## config.mk

```make
export PLATFORM = sky130hd
export DESIGN_NAME = cpu
export DESIGN_NICKNAME = d
export VERILOG_FILES = /design/src/hdl/rv_isa_pkg.sv /design/src/hdl/pipe_pkg.sv /design/src/hdl/decode.sv /design/src/hdl/regfile.sv /design/src/hdl/execute.sv /design/src/hdl/hazard_unit.sv /design/src/hdl/cpu.sv
export VERILOG_INCLUDE_DIRS = /design/src /design/src/include
export SDC_FILE = /design/constraint.sdc
export NUM_CORES = 2
export LEC_CHECK = 0
export BUFFER_PORTS_ARGS = -buffer_cell sky130_fd_sc_hd__buf_4
export CAP_MARGIN = 20
export CORE_ASPECT_RATIO = 1.25
export CORE_MARGIN = 2
export CORE_UTILIZATION = 35
export DETAILED_ROUTE_END_ITERATION = 10
export SETUP_SLACK_MARGIN = 0.05
export SLEW_MARGIN = 25
export SYNTH_ARGS = -nofsm -noshare
export SYNTH_HDL_FRONTEND = slang
export SYNTH_HIERARCHICAL = 1
export SYNTH_SLANG_ARGS = --single-unit
```

## constraint.sdc

```tcl
create_clock -name clk -period 19.6 [get_ports clk]
set_input_delay 1.96 -clock clk [delete_from_list [all_inputs] [get_ports clk]]
set_output_delay 1.96 -clock clk [all_outputs]
set_load 0.01 [all_outputs]
```

## src/include/cpu_macros.svh

```systemverilog
`ifndef CPU_MACROS_SVH
`define CPU_MACROS_SVH

// ####################
// Datapath sizes
// ####################

`define CPU_XLEN        32
`define CPU_REG_ADDR_W  5
`define CPU_NUM_REGS    32

// ####################
// Fetch and bubbles
// ####################

// First fetch address out of reset.
`define CPU_RESET_PC    32'h0000_0000

// ADDI x0, x0, 0.
`define CPU_NOP_INSTR   32'h0000_0013

`endif

```

## src/hdl/rv_isa_pkg.sv

```systemverilog
`include "cpu_macros.svh"

package rv_isa_pkg;

  typedef logic [`CPU_XLEN-1:0]       word_t;
  typedef logic [31:0]                instr_t;
  typedef logic [`CPU_REG_ADDR_W-1:0] reg_addr_t;

  // Major opcodes in instr[6:0].
  typedef enum logic [6:0] {
    OP     = 7'b0110011,
    OP_IMM = 7'b0010011,
    LOAD   = 7'b0000011,
    STORE  = 7'b0100011,
    BRANCH = 7'b1100011
  } opcode_e;

  typedef enum logic [3:0] {
    ADD,
    SUB,
    AND,
    OR,
    XOR,
    SLT,
    SLTU,
    SLL,
    SRL,
    SRA
  } alu_op_e;

endpackage

```

## src/hdl/pipe_pkg.sv

```systemverilog
package pipe_pkg;

  import rv_isa_pkg::*;

  // How execute picks the ALU operation.
  typedef logic [1:0] alu_class_t;

  localparam alu_class_t ALU_CLASS_ADD    = 2'd0;  // Address calc.
  localparam alu_class_t ALU_CLASS_BRANCH = 2'd1;  // Compare by subtract.
  localparam alu_class_t ALU_CLASS_FUNCT  = 2'd2;  // From funct3/funct7.

  typedef struct packed {
    logic       reg_write;
    logic       mem_read;
    logic       mem_write;
    logic       branch;
    logic       branch_ne;
    logic       alu_src;    // Operand b from imm.
    logic       is_imm_op;
    alu_class_t alu_class;
  } ctrl_t;

  typedef struct packed {
    ctrl_t      ctrl;
    word_t      pc;
    word_t      rs1_data;
    word_t      rs2_data;
    word_t      imm;
    reg_addr_t  rs1;
    reg_addr_t  rs2;
    reg_addr_t  rd;
    logic [2:0] funct3;
    logic       funct7_b5;
  } id_ex_t;

  typedef struct packed {
    logic      reg_write;
    logic      mem_read;
    logic      mem_write;
    word_t     alu_result;
    word_t     store_data;
    reg_addr_t rd;
  } ex_mem_t;

  typedef struct packed {
    logic      reg_write;
    logic      mem_to_reg;
    word_t     alu_result;
    word_t     load_data;
    reg_addr_t rd;
  } mem_wb_t;

  // A later stage seen as a forwarding source.
  typedef struct packed {
    word_t     data;
    reg_addr_t rd;
    logic      reg_write;
  } fwd_src_t;

endpackage

```

## src/hdl/decode.sv

```systemverilog
`timescale 1ns/10ps

module decode (
  input  rv_isa_pkg::instr_t    instr,
  output pipe_pkg::ctrl_t       ctrl,
  output rv_isa_pkg::reg_addr_t rs1,
  output rv_isa_pkg::reg_addr_t rs2,
  output rv_isa_pkg::reg_addr_t rd,
  output rv_isa_pkg::word_t     imm
);

  import rv_isa_pkg::*;
  import pipe_pkg::*;

  logic [2:0] funct3;
  word_t      imm_i;
  word_t      imm_s;
  word_t      imm_b;

  assign funct3 = instr[14:12];
  assign rs1    = instr[19:15];
  assign rs2    = instr[24:20];
  assign rd     = instr[11:7];

  assign imm_i = {{20{instr[31]}}, instr[31:20]};
  assign imm_s = {{20{instr[31]}}, instr[31:25], instr[11:7]};
  assign imm_b = {{19{instr[31]}}, instr[31], instr[7], instr[30:25], instr[11:8], 1'b0};

  always_comb begin
    ctrl = '0;
    imm  = imm_i;
    case (instr[6:0])
      OP: begin
        ctrl.reg_write = 1'b1;
        ctrl.alu_class = ALU_CLASS_FUNCT;
      end
      OP_IMM: begin
        ctrl.reg_write = 1'b1;
        ctrl.alu_src   = 1'b1;
        ctrl.is_imm_op = 1'b1;
        ctrl.alu_class = ALU_CLASS_FUNCT;
      end
      LOAD: begin
        ctrl.reg_write = 1'b1;
        ctrl.mem_read  = 1'b1;
        ctrl.alu_src   = 1'b1;
        ctrl.alu_class = ALU_CLASS_ADD;  // Word loads only.
      end
      STORE: begin
        ctrl.mem_write = 1'b1;
        ctrl.alu_src   = 1'b1;
        ctrl.alu_class = ALU_CLASS_ADD;
        imm            = imm_s;
      end
      BRANCH: begin
        imm = imm_b;
        // Only BEQ and BNE; other compares fall through as NOPs.
        if (funct3 == 3'b000 || funct3 == 3'b001) begin
          ctrl.branch    = 1'b1;
          ctrl.branch_ne = funct3[0];
          ctrl.alu_class = ALU_CLASS_BRANCH;
        end
      end
      default: ctrl = '0;  // Unknown opcode is a NOP.
    endcase
  end

endmodule

```

## src/hdl/regfile.sv

```systemverilog
`timescale 1ns/10ps
`include "cpu_macros.svh"

module regfile (
  input  logic                  clk,
  input  logic                  arst_n,
  input  rv_isa_pkg::reg_addr_t rs1,
  input  rv_isa_pkg::reg_addr_t rs2,
  output rv_isa_pkg::word_t     rs1_data,
  output rv_isa_pkg::word_t     rs2_data,
  input  logic                  wr_en,
  input  rv_isa_pkg::reg_addr_t wr_addr,
  input  rv_isa_pkg::word_t     wr_data
);

  import rv_isa_pkg::*;

  word_t regs [1:`CPU_NUM_REGS-1];  // No storage for x0.

  always_ff @(posedge clk or negedge arst_n) begin
    if (!arst_n) begin
      for (int i = 1; i < `CPU_NUM_REGS; i++) begin
        regs[i] <= '0;
      end
    end else if (wr_en && wr_addr != '0) begin
      regs[wr_addr] <= wr_data;
    end
  end

  // Write in the same cycle wins over the stored value.
  function automatic word_t read_port(reg_addr_t addr);
    if (addr == '0) begin
      return '0;
    end
    if (wr_en && wr_addr == addr) begin
      return wr_data;
    end
    return regs[addr];
  endfunction

  always_comb rs1_data = read_port(rs1);
  always_comb rs2_data = read_port(rs2);

endmodule

```

## src/hdl/execute.sv

```systemverilog
`timescale 1ns/10ps
`include "cpu_macros.svh"

module execute (
  input  pipe_pkg::id_ex_t   id_ex,
  input  pipe_pkg::fwd_src_t mem_src,
  input  pipe_pkg::fwd_src_t wb_src,
  output rv_isa_pkg::word_t  alu_result,
  output rv_isa_pkg::word_t  store_data,
  output logic               branch_taken,
  output rv_isa_pkg::word_t  branch_target
);

  import rv_isa_pkg::*;
  import pipe_pkg::*;

  word_t                        op_a;
  word_t                        rs2_val;
  word_t                        op_b;
  alu_op_e                      alu_op;
  logic [$clog2(`CPU_XLEN)-1:0] shamt;
  logic                         is_zero;

  // Memory stage is the younger result, so it is checked first.
  function automatic word_t forward(reg_addr_t rs, word_t reg_val,
                                    fwd_src_t mem_s, fwd_src_t wb_s);
    if (mem_s.reg_write && mem_s.rd != '0 && mem_s.rd == rs) begin
      return mem_s.data;
    end
    if (wb_s.reg_write && wb_s.rd != '0 && wb_s.rd == rs) begin
      return wb_s.data;
    end
    return reg_val;
  endfunction

  assign op_a       = forward(id_ex.rs1, id_ex.rs1_data, mem_src, wb_src);
  assign rs2_val    = forward(id_ex.rs2, id_ex.rs2_data, mem_src, wb_src);
  assign op_b       = id_ex.ctrl.alu_src ? id_ex.imm : rs2_val;
  assign store_data = rs2_val;
  assign shamt      = op_b[$clog2(`CPU_XLEN)-1:0];

  always_comb begin
    case (id_ex.ctrl.alu_class)
      ALU_CLASS_BRANCH: alu_op = SUB;
      ALU_CLASS_FUNCT: begin
        case (id_ex.funct3)
          3'b000:  alu_op = (id_ex.funct7_b5 && !id_ex.ctrl.is_imm_op) ? SUB : ADD;
          3'b001:  alu_op = SLL;
          3'b010:  alu_op = SLT;
          3'b011:  alu_op = SLTU;
          3'b100:  alu_op = XOR;
          3'b101:  alu_op = id_ex.funct7_b5 ? SRA : SRL;  // SRAI sets bit 30 too.
          3'b110:  alu_op = OR;
          default: alu_op = AND;
        endcase
      end
      default: alu_op = ADD;
    endcase
  end

  always_comb begin
    case (alu_op)
      SUB:     alu_result = op_a - op_b;
      AND:     alu_result = op_a & op_b;
      OR:      alu_result = op_a | op_b;
      XOR:     alu_result = op_a ^ op_b;
      SLT:     alu_result = word_t'($signed(op_a) < $signed(op_b));
      SLTU:    alu_result = word_t'(op_a < op_b);
      SLL:     alu_result = op_a << shamt;
      SRL:     alu_result = op_a >> shamt;
      SRA:     alu_result = $unsigned($signed(op_a) >>> shamt);
      default: alu_result = op_a + op_b;
    endcase
  end

  // BEQ/BNE from the subtract result.
  assign is_zero       = (alu_result == '0);
  assign branch_taken  = id_ex.ctrl.branch & (is_zero ^ id_ex.ctrl.branch_ne);
  assign branch_target = id_ex.pc + id_ex.imm;

endmodule

```

## src/hdl/hazard_unit.sv

```systemverilog
`timescale 1ns/10ps

module hazard_unit (
  input  rv_isa_pkg::reg_addr_t rs1,
  input  rv_isa_pkg::reg_addr_t rs2,
  input  rv_isa_pkg::reg_addr_t id_ex_rd,
  input  logic                  id_ex_mem_read,
  input  logic                  branch_taken,
  output logic                  pc_stall,
  output logic                  if_id_stall,
  output logic                  id_ex_flush,
  output logic                  if_id_flush
);

  logic load_use;

  // Load in execute feeding the instruction in decode.
  assign load_use = id_ex_mem_read && (id_ex_rd != '0) &&
                    (id_ex_rd == rs1 || id_ex_rd == rs2);

  // Taken branch kills both younger instructions.
  assign if_id_flush = branch_taken;
  assign id_ex_flush = branch_taken | load_use;  // Bubble behind the load.

  // Flush wins; a stalled decode slot is dropped anyway.
  assign pc_stall    = load_use & ~branch_taken;
  assign if_id_stall = load_use & ~branch_taken;

endmodule

```

## src/hdl/cpu.sv

```systemverilog
`timescale 1ns/10ps
`include "cpu_macros.svh"

module cpu (
  input  logic               clk,
  input  logic               arst_n,
  output rv_isa_pkg::word_t  imem_addr,
  output logic               imem_valid,
  input  rv_isa_pkg::instr_t imem_instr,
  output rv_isa_pkg::word_t  dmem_addr,
  output rv_isa_pkg::word_t  dmem_write_data,
  output logic               dmem_valid,
  output logic               dmem_mem_read,
  output logic               dmem_mem_write,
  input  rv_isa_pkg::word_t  dmem_read_data
);

  import rv_isa_pkg::*;
  import pipe_pkg::*;

  word_t     pc;
  instr_t    if_id_instr;
  word_t     if_id_pc;
  id_ex_t    id_ex;
  id_ex_t    id_ex_next;
  ex_mem_t   ex_mem;
  ex_mem_t   ex_mem_next;
  mem_wb_t   mem_wb;
  mem_wb_t   mem_wb_next;

  ctrl_t     dec_ctrl;
  reg_addr_t dec_rs1;
  reg_addr_t dec_rs2;
  reg_addr_t dec_rd;
  word_t     dec_imm;
  word_t     rs1_data;
  word_t     rs2_data;

  word_t     alu_result;
  word_t     store_data;
  word_t     branch_target;
  logic      branch_taken;
  fwd_src_t  mem_src;
  fwd_src_t  wb_src;
  word_t     wb_data;

  logic      pc_stall;
  logic      if_id_stall;
  logic      id_ex_flush;
  logic      if_id_flush;

  // ####################
  // Fetch
  // ####################

  always_ff @(posedge clk or negedge arst_n) begin
    if (!arst_n) begin
      pc <= `CPU_RESET_PC;
    end else if (branch_taken) begin
      pc <= branch_target;  // Redirect from execute.
    end else if (!pc_stall) begin
      pc <= pc + word_t'(4);
    end
  end

  assign imem_addr  = pc;
  assign imem_valid = ~if_id_stall;

  always_ff @(posedge clk or negedge arst_n) begin
    if (!arst_n) begin
      if_id_instr <= `CPU_NOP_INSTR;
      if_id_pc    <= '0;
    end else if (if_id_flush) begin
      if_id_instr <= `CPU_NOP_INSTR;
    end else if (!if_id_stall) begin
      if_id_instr <= imem_instr;
      if_id_pc    <= pc;
    end
  end

  // ####################
  // Decode
  // ####################

  decode u_decode (
    .instr (if_id_instr),
    .ctrl  (dec_ctrl),
    .rs1   (dec_rs1),
    .rs2   (dec_rs2),
    .rd    (dec_rd),
    .imm   (dec_imm)
  );

  regfile u_regfile (
    .clk      (clk),
    .arst_n   (arst_n),
    .rs1      (dec_rs1),
    .rs2      (dec_rs2),
    .rs1_data (rs1_data),
    .rs2_data (rs2_data),
    .wr_en    (mem_wb.reg_write),
    .wr_addr  (mem_wb.rd),
    .wr_data  (wb_data)
  );

  hazard_unit u_hazard_unit (
    .rs1            (dec_rs1),
    .rs2            (dec_rs2),
    .id_ex_rd       (id_ex.rd),
    .id_ex_mem_read (id_ex.ctrl.mem_read),
    .branch_taken   (branch_taken),
    .pc_stall       (pc_stall),
    .if_id_stall    (if_id_stall),
    .id_ex_flush    (id_ex_flush),
    .if_id_flush    (if_id_flush)
  );

  always_comb begin
    id_ex_next.ctrl      = dec_ctrl;
    id_ex_next.pc        = if_id_pc;
    id_ex_next.rs1_data  = rs1_data;
    id_ex_next.rs2_data  = rs2_data;
    id_ex_next.imm       = dec_imm;
    id_ex_next.rs1       = dec_rs1;
    id_ex_next.rs2       = dec_rs2;
    id_ex_next.rd        = dec_rd;
    id_ex_next.funct3    = if_id_instr[14:12];
    id_ex_next.funct7_b5 = if_id_instr[30];
  end

  // ####################
  // Execute
  // ####################

  assign mem_src = '{data: ex_mem.alu_result, rd: ex_mem.rd, reg_write: ex_mem.reg_write};
  assign wb_src  = '{data: wb_data, rd: mem_wb.rd, reg_write: mem_wb.reg_write};

  execute u_execute (
    .id_ex         (id_ex),
    .mem_src       (mem_src),
    .wb_src        (wb_src),
    .alu_result    (alu_result),
    .store_data    (store_data),
    .branch_taken  (branch_taken),
    .branch_target (branch_target)
  );

  always_comb begin
    ex_mem_next.reg_write  = id_ex.ctrl.reg_write;
    ex_mem_next.mem_read   = id_ex.ctrl.mem_read;
    ex_mem_next.mem_write  = id_ex.ctrl.mem_write;
    ex_mem_next.alu_result = alu_result;
    ex_mem_next.store_data = store_data;
    ex_mem_next.rd         = id_ex.rd;
  end

  // ####################
  // Memory / writeback
  // ####################

  assign dmem_addr       = ex_mem.alu_result;
  assign dmem_write_data = ex_mem.store_data;
  assign dmem_mem_read   = ex_mem.mem_read;
  assign dmem_mem_write  = ex_mem.mem_write;
  assign dmem_valid      = ex_mem.mem_read | ex_mem.mem_write;

  always_comb begin
    mem_wb_next.reg_write  = ex_mem.reg_write;
    mem_wb_next.mem_to_reg = ex_mem.mem_read;
    mem_wb_next.alu_result = ex_mem.alu_result;
    mem_wb_next.load_data  = dmem_read_data;  // Same-cycle read.
    mem_wb_next.rd         = ex_mem.rd;
  end

  assign wb_data = mem_wb.mem_to_reg ? mem_wb.load_data : mem_wb.alu_result;

  // Pipeline registers; a zero ctrl field is a bubble.
  always_ff @(posedge clk or negedge arst_n) begin
    if (!arst_n) begin
      id_ex  <= '0;
      ex_mem <= '0;
      mem_wb <= '0;
    end else begin
      if (id_ex_flush) begin
        id_ex <= '0;
      end else begin
        id_ex <= id_ex_next;
      end
      ex_mem <= ex_mem_next;
      mem_wb <= mem_wb_next;
    end
  end

endmodule

```

Word level (Yosys, flattened, before mapping). Cells that the tools add are included.

Add/subtract/negate cells: 4. Order comparisons: 6. Equality and inequality tests: 32. Shift operators: 3. Muxes and demuxes: 59. Bitwise logic cells: 13. Reductions and logical operators: 27.

Operators by type and width (count): $bwmux W992 (1); $mux W32 (27); $bmux W32 S5 (2); $pmux W32 S9 (1); $demux W32 S5 (1); $mux W156 (1); $add A32 B32 Y32 (2); $lt A32 B32 Y1 (2); $eq A5 B5 Y1 (8); $add A32 B3 Y32 const B (1); $and A32 B32 Y32 (1); $logic_not A32 Y1 (1); $or A32 B32 Y32 (1); $shl A32 B5 Y32 (1); $shr A32 B5 Y32 (1); $sshr A32 B5 Y32 (1); $sub A32 B32 Y32 (1); $xor A32 B32 Y32 (1); $pmux W4 S7 (1); $pmux W12 S2 (1); $mux W1 (20); $ge A6 B6 Y1 const B (3); $not A5 Y6 (3); $eq A4 B3 Y1 const B (4); 30 further kinds (58).

Bits in registers: 1387. Output and inout bits: 100.

Logic depth before layout (Yosys ltp).
Depth in word-level cells: 17. Mapped depth: 36. Depth with buffers taken out: 29.

Hierarchy. Netlist, hierarchy kept.

By module, submodules not included: regfile (instances 1, cells an instance 3901, area an instance 54227.0 µm²); cpu (instances 1, cells an instance 959, area an instance 13784.5 µm²); execute (instances 1, cells an instance 2054, area an instance 12839.8 µm²); decode (instances 1, cells an instance 66, area an instance 525.5 µm²); hazard_unit (instances 1, cells an instance 21, area an instance 156.4 µm²).

Worst setup path before layout. OpenSTA, ideal clock, no wires.

Path kind: register -> output. From: register mem_wb[1] (netlist bit). To: output imem_valid. Arrival time: 7.789 ns. Data required time: 17.640 ns. Path slack: 9.851 ns. Stages on the path, launching flop included: 31. Buffers on the path: 5. Cell sequence: dfrtp_1 > or4_4 > o211a_4 > a21boi_1 > o31a_1 > nor2_2 > inv_1 > buf_2 > buf_1 > buf_1 > ha_1 > inv_1 > fa_1 > a211oi_1 > o21ai_0 > a31o_2 > o41ai_1 > o221ai_1 > o21a_1 > nor3b_1 > o21ai_0 > a22oi_1 > a32oi_1 > or4b_1 > nor4_2 > a21oi_1 > o21a_1 > nor3_1 > clkbuf_1 > buf_1 > inv_1.

Longest elaborated chain between the ends: 16.

RTL lines: start, declared (RTL line cpu.sv:28) `mem_wb_t mem_wb;`; start signal, assigned (RTL line cpu.sv:190) `mem_wb <= mem_wb_next;`; $reduce_bool A5 Y1 (RTL line execute.sv:30) `if (wb_s.reg_write && wb_s.rd != '0 && wb_s.rd == rs) begin`; $logic_and A1 B1 Y1 (2 in series) (RTL line execute.sv:30); $mux W1 (2 in series) (RTL line execute.sv:30); $mux W32 (RTL line execute.sv:33) `return reg_val;`; $mux W32 (RTL line execute.sv:30); $mux W32 (RTL line execute.sv:38) `assign op_b = id_ex.ctrl.alu_src ? id_ex.imm : rs2_val;`; $add A32 B32 Y32, or another cell as far along (RTL line execute.sv:72) `default: alu_result = op_a + op_b;`; $pmux W32 S9 * (RTL line execute.sv:62) `case (alu_op)`; net alu_result[24] (RTL line cpu.sv:39) `word_t alu_result;`; $logic_not A32 Y1 * (RTL line execute.sv:77) `assign is_zero = (alu_result == '0);`; $xor A1 B1 Y1 * (RTL line execute.sv:78) `assign branch_taken = id_ex.ctrl.branch & (is_zero ^ id_ex.ctrl.branch_ne);`; $and A1 B1 Y1 * (RTL line execute.sv:78); net branch_taken (RTL line cpu.sv:42) `logic branch_taken;`; $not A1 Y1 * (RTL line hazard_unit.sv:27) `assign if_id_stall = load_use & ~branch_taken;`; $and A1 B1 Y1 * (RTL line hazard_unit.sv:27); net if_id_stall (RTL line cpu.sv:48) `logic if_id_stall;`; $not A1 Y1 (no source line) *; end, declared (RTL line cpu.sv:8) `output logic imem_valid,`.

Mark *: on every way through the listed nets, which the timed path passes. The rest lies on a longest branch. The select of a mux whose other input is x is not followed.

==> metrics.csv <==
metric,value,unit
transition at the pin with the smallest max-transition slack,1.228,ns
All-Layer GR Usage,25.42,%
number of setup violations in the final report,0,
proportion of layout cells with a drive suffix above 1,33.01,%
hold_buf cts,0,
setup repair after global routing missed its margin,no,
net total in the final layout,6961,
post-CTS resize count,0,
worst hold stages,0,
total power per unit cell area,82.49,mW/mm^2
data arrival time of the worst path,11.30,ns
Max Transition Viols Final,0,
worst min-delay path class,reg -> reg,
endpoint of the most critical register-to-register path,if_id_pc[13],
sequential element share of the synthesized area,42.57,%
overall overflow remaining after global route,0,
Final ANT Viol Nets,0,
summed instance area of the synthesized netlist,0.08153,sq mm
ys flop type,dfrtp_1,
number of cells on the worst reg-to-reg path,28,
Syn-to-layout area delta,9.806,%
terminating pin of the worst hold path,dmem_mem_write,
most used cells in the layout excluding fill and tap cells,"dfrtp_1 (1374), mux2_2 (1225), nor2_1 (385)",
highest clock frequency the design can meet,75.42,MHz
sequential share of power,43.0,%
number of antenna violations at the first check in global routing,16,
H-tree depth,4,
Critical Path Source,mem_wb[0],
crit path launch type,flop,
number of core rows,198,
root buffer selected by CTS,clkbuf_16,
number of buffers on the longest clock path,4,
total clock sinks,1387,
area of the core region,0.2321,sq mm
DR DRC count,0,
average wire length per cell after detail routing,30.95,um
min setup slack post-route,6.341,ns
internal portion of total power,5.068,mW
Pre-Repair DR Iteration Count,6,
clock slew at reported path FFs,0.07,ns
via count normalized by instance count,6.148,
number of global-route vias before repair,61930,
post-synthesis async set-or-reset flop share,100.0,%
cts bufs inserted,152,
Max-Cap Viols,0,
mean instance size in the synthesized netlist,11.65,sq um
Detail Placement HPWL,203.4,mm
global-route wire length before repair,445.3,mm
via total after detailed routing,61310,
Net Sw Frac,31.37,%
final clock period utilization by the worst path,67.65,%
horizontal extent of the die,435.7,um
syn_nets,7201,
"Clk Latency, worst-skew pair",0.84,ns
worst max-slew margin expressed relative to the limit,17.49,%
total count of hold-check failures in the final report,0,
number of buffers inserted by port buffering,165,
starting utilization of the core area,35.12,%
worst reg2reg setup slack,8.33,ns
static leakage,39.85,nW
result of the run,"complete, no violations",
count of boundary I/O pins,166,
worst-case setup slack after placement,7.721,ns
final WL,308.7,mm
Required @ worst endpoint,17.64,ns
TritonCTS clock tree,built,
fraction of power consumed by combinational cells,18.1,%
pin count of the biggest net entering global routing,172,
WS Path Type,reg -> out,
Synth cell types,118,
number of standard cells after synthesis,7001,
"EDFF count, synth",0,
buffers inserted by post-CTS timing repair,0,
Psw,2.317,mW
endpoint type of the worst setup path,output port,
die area,0.2369,sq mm
sum of negative setup slack,0,ns
clock period minus worst slack,13.26,ns
Clk network pwr share,38.9,%
Iter 0 DRT Violations,6143,
Die Y,543.6,um
final weighted congestion in routability-driven placement,1.081,
final clock skew,0.04225,ns
"leading cell type in the layout, fill and taps excluded",dfrtp_1,
peak fanout along the critical path,40,
beginning of the worst register-to-register path,mem_wb[0],
flip-flop and latch count after synthesis,1387,
launch instance of the worst min-delay path,ex_mem_next[69],
VDD IR max,0.06257,mV
warning count from the yosys run,6,
[power by group through the flow]
stage                     sequential, mW  combinational (mW)  clock [mW]
after global placement              3.22                1.29           0
after CTS                           3.17                1.30        2.93
after detailed placement            3.22                1.30           0
after floorplan                     3.11               0.852           0
final                               3.17                1.34        2.87
after global routing                3.18                1.41        3.04
[per-layer routing]
layer	part of all wire, %	global-route usage, %	vias up	routed length, um
li1	-	-	25667	-
met1	37	30.27	31751	115000
met2	48	42.29	2922	147000
met3	7.3	4.340	964	22630
met4	7.8	16.89	6	23930
met5	0.013	0	-	39
[logic make-up after synthesis]
family,Yosys count,synth area share [%]
fa+ha+maj,134,2.084
buf+inv,842,5.221
xor+xnor,101,1.085
flops,1387,42.57
compound gates,1227,10.37
mux,1805,29.31
simple gates,1505,9.364
[critical path, cell delays in order, from the launching register on]
cell and delay (ns):
dfrtp_1 0.70, xor2_1 0.22, or4b_1 0.66, nor2_4 0.11, buf_4 0.47, mux2i_1 0.28
o21ai_0 0.14, mux2_2 0.32, ha_1 0.42, and2_1 0.22, a221oi_1 0.67, nand4_1 0.74
nand3_1 0.38, a31oi_1 0.26, a2111oi_0 0.74, nor2_1 0.16, o31ai_1 0.36, mux2i_1 0.23
o221ai_1 0.15, nor2_1 0.12, or4b_1 0.49, nor4_2 0.42, a21oi_1 0.13, o21a_2 0.36
nor3_2 0.77, buf_4 0.61, inv_1 0.09, buf_4 0.16
[final cells by class]
| cell class | count | area, sq um |
|---|---|---|
| Inverter | 116 | 436.7 |
| Tap cell | 3100 | 3879 |
| Sequential cell | 1387 | 34740 |
| Clock buffer | 219 | 4358 |
| Antenna cell | 5 | 12.51 |
| Clock inverter | 42 | 483.0 |
| Multi-Input combinational cell | 4772 | 42950 |
| Fill cell | 22220 | 142600 |
| Timing Repair Buffer | 332 | 2668 |
[state kept, by name (all words and copies together), names as in the netlist]
| name | count |
|---|---|
| mem_wb | 71 |
| if_id_instr | 32 |
| id_ex | 148 |
| dmem_addr | 32 |
| dmem_mem_write | 1 |
| if_id_pc | 32 |
| imem_addr | 32 |
| ex_mem | 6 |
| dmem_write_data | 32 |
| u_regfile/regs | 992 |
| dmem_mem_read | 1 |
| ex_mem_next | 8 |
[worst max path at each step]
stage                  to  cells past startpoint
2_1_floorplan  imem_valid                     30
3_3_place_gp   imem_valid                     27
3_5_place_dp   imem_valid                     27
4_1_cts        imem_valid                     27
5_1_grt        imem_valid                     27
6_report       imem_valid                     27
[cells in the mapped netlist (all sizes together) (33+ instances only)]
library cell | number | area (sq um)
a211oi | 129 | 973.4
a21oi | 144 | 720.7
a221o | 39 | 390.4
a221oi | 74 | 654.4
a31oi | 83 | 519.3
a32oi | 33 | 289.0
buf | 419 | 2643
clkbuf | 307 | 1177
dfrtp | 1384 | 34630
ha | 131 | 1639
inv | 114 | 427.9
mux2 | 1252 | 14120
mux2i | 214 | 2142
mux4 | 339 | 7635
nand2 | 242 | 908.4
nand3 | 176 | 898.4
nor2 | 409 | 1558
nor2b | 228 | 1426
nor3 | 182 | 925.9
nor4 | 70 | 471.7
o211ai | 59 | 457.9
o21ai | 276 | 1396
o22ai | 136 | 850.8
xnor2 | 65 | 569.3
xor2 | 36 | 315.3
[stage by stage]
stage | instances | total power, mW | hold slack (ns) | utilization, % | instance area [sq um]
global placement | 9705 | 4.504 | 0.3363 | 36.44 | 84600
CTS | 9966 | 7.398 | 0.3522 | 38.53 | 89440
floorplan | 7001 | 3.964 | 0.3312 | - | 81530
global route | 9969 | 7.632 | 0.3558 | 38.56 | 89520
finish | 9973 | 7.385 | 0.3509 | 38.57 | 89530
detailed placement | 9705 | 4.518 | 0.3387 | 36.45 | 84600
Note: power is estimated with default switching activity, not from simulation.
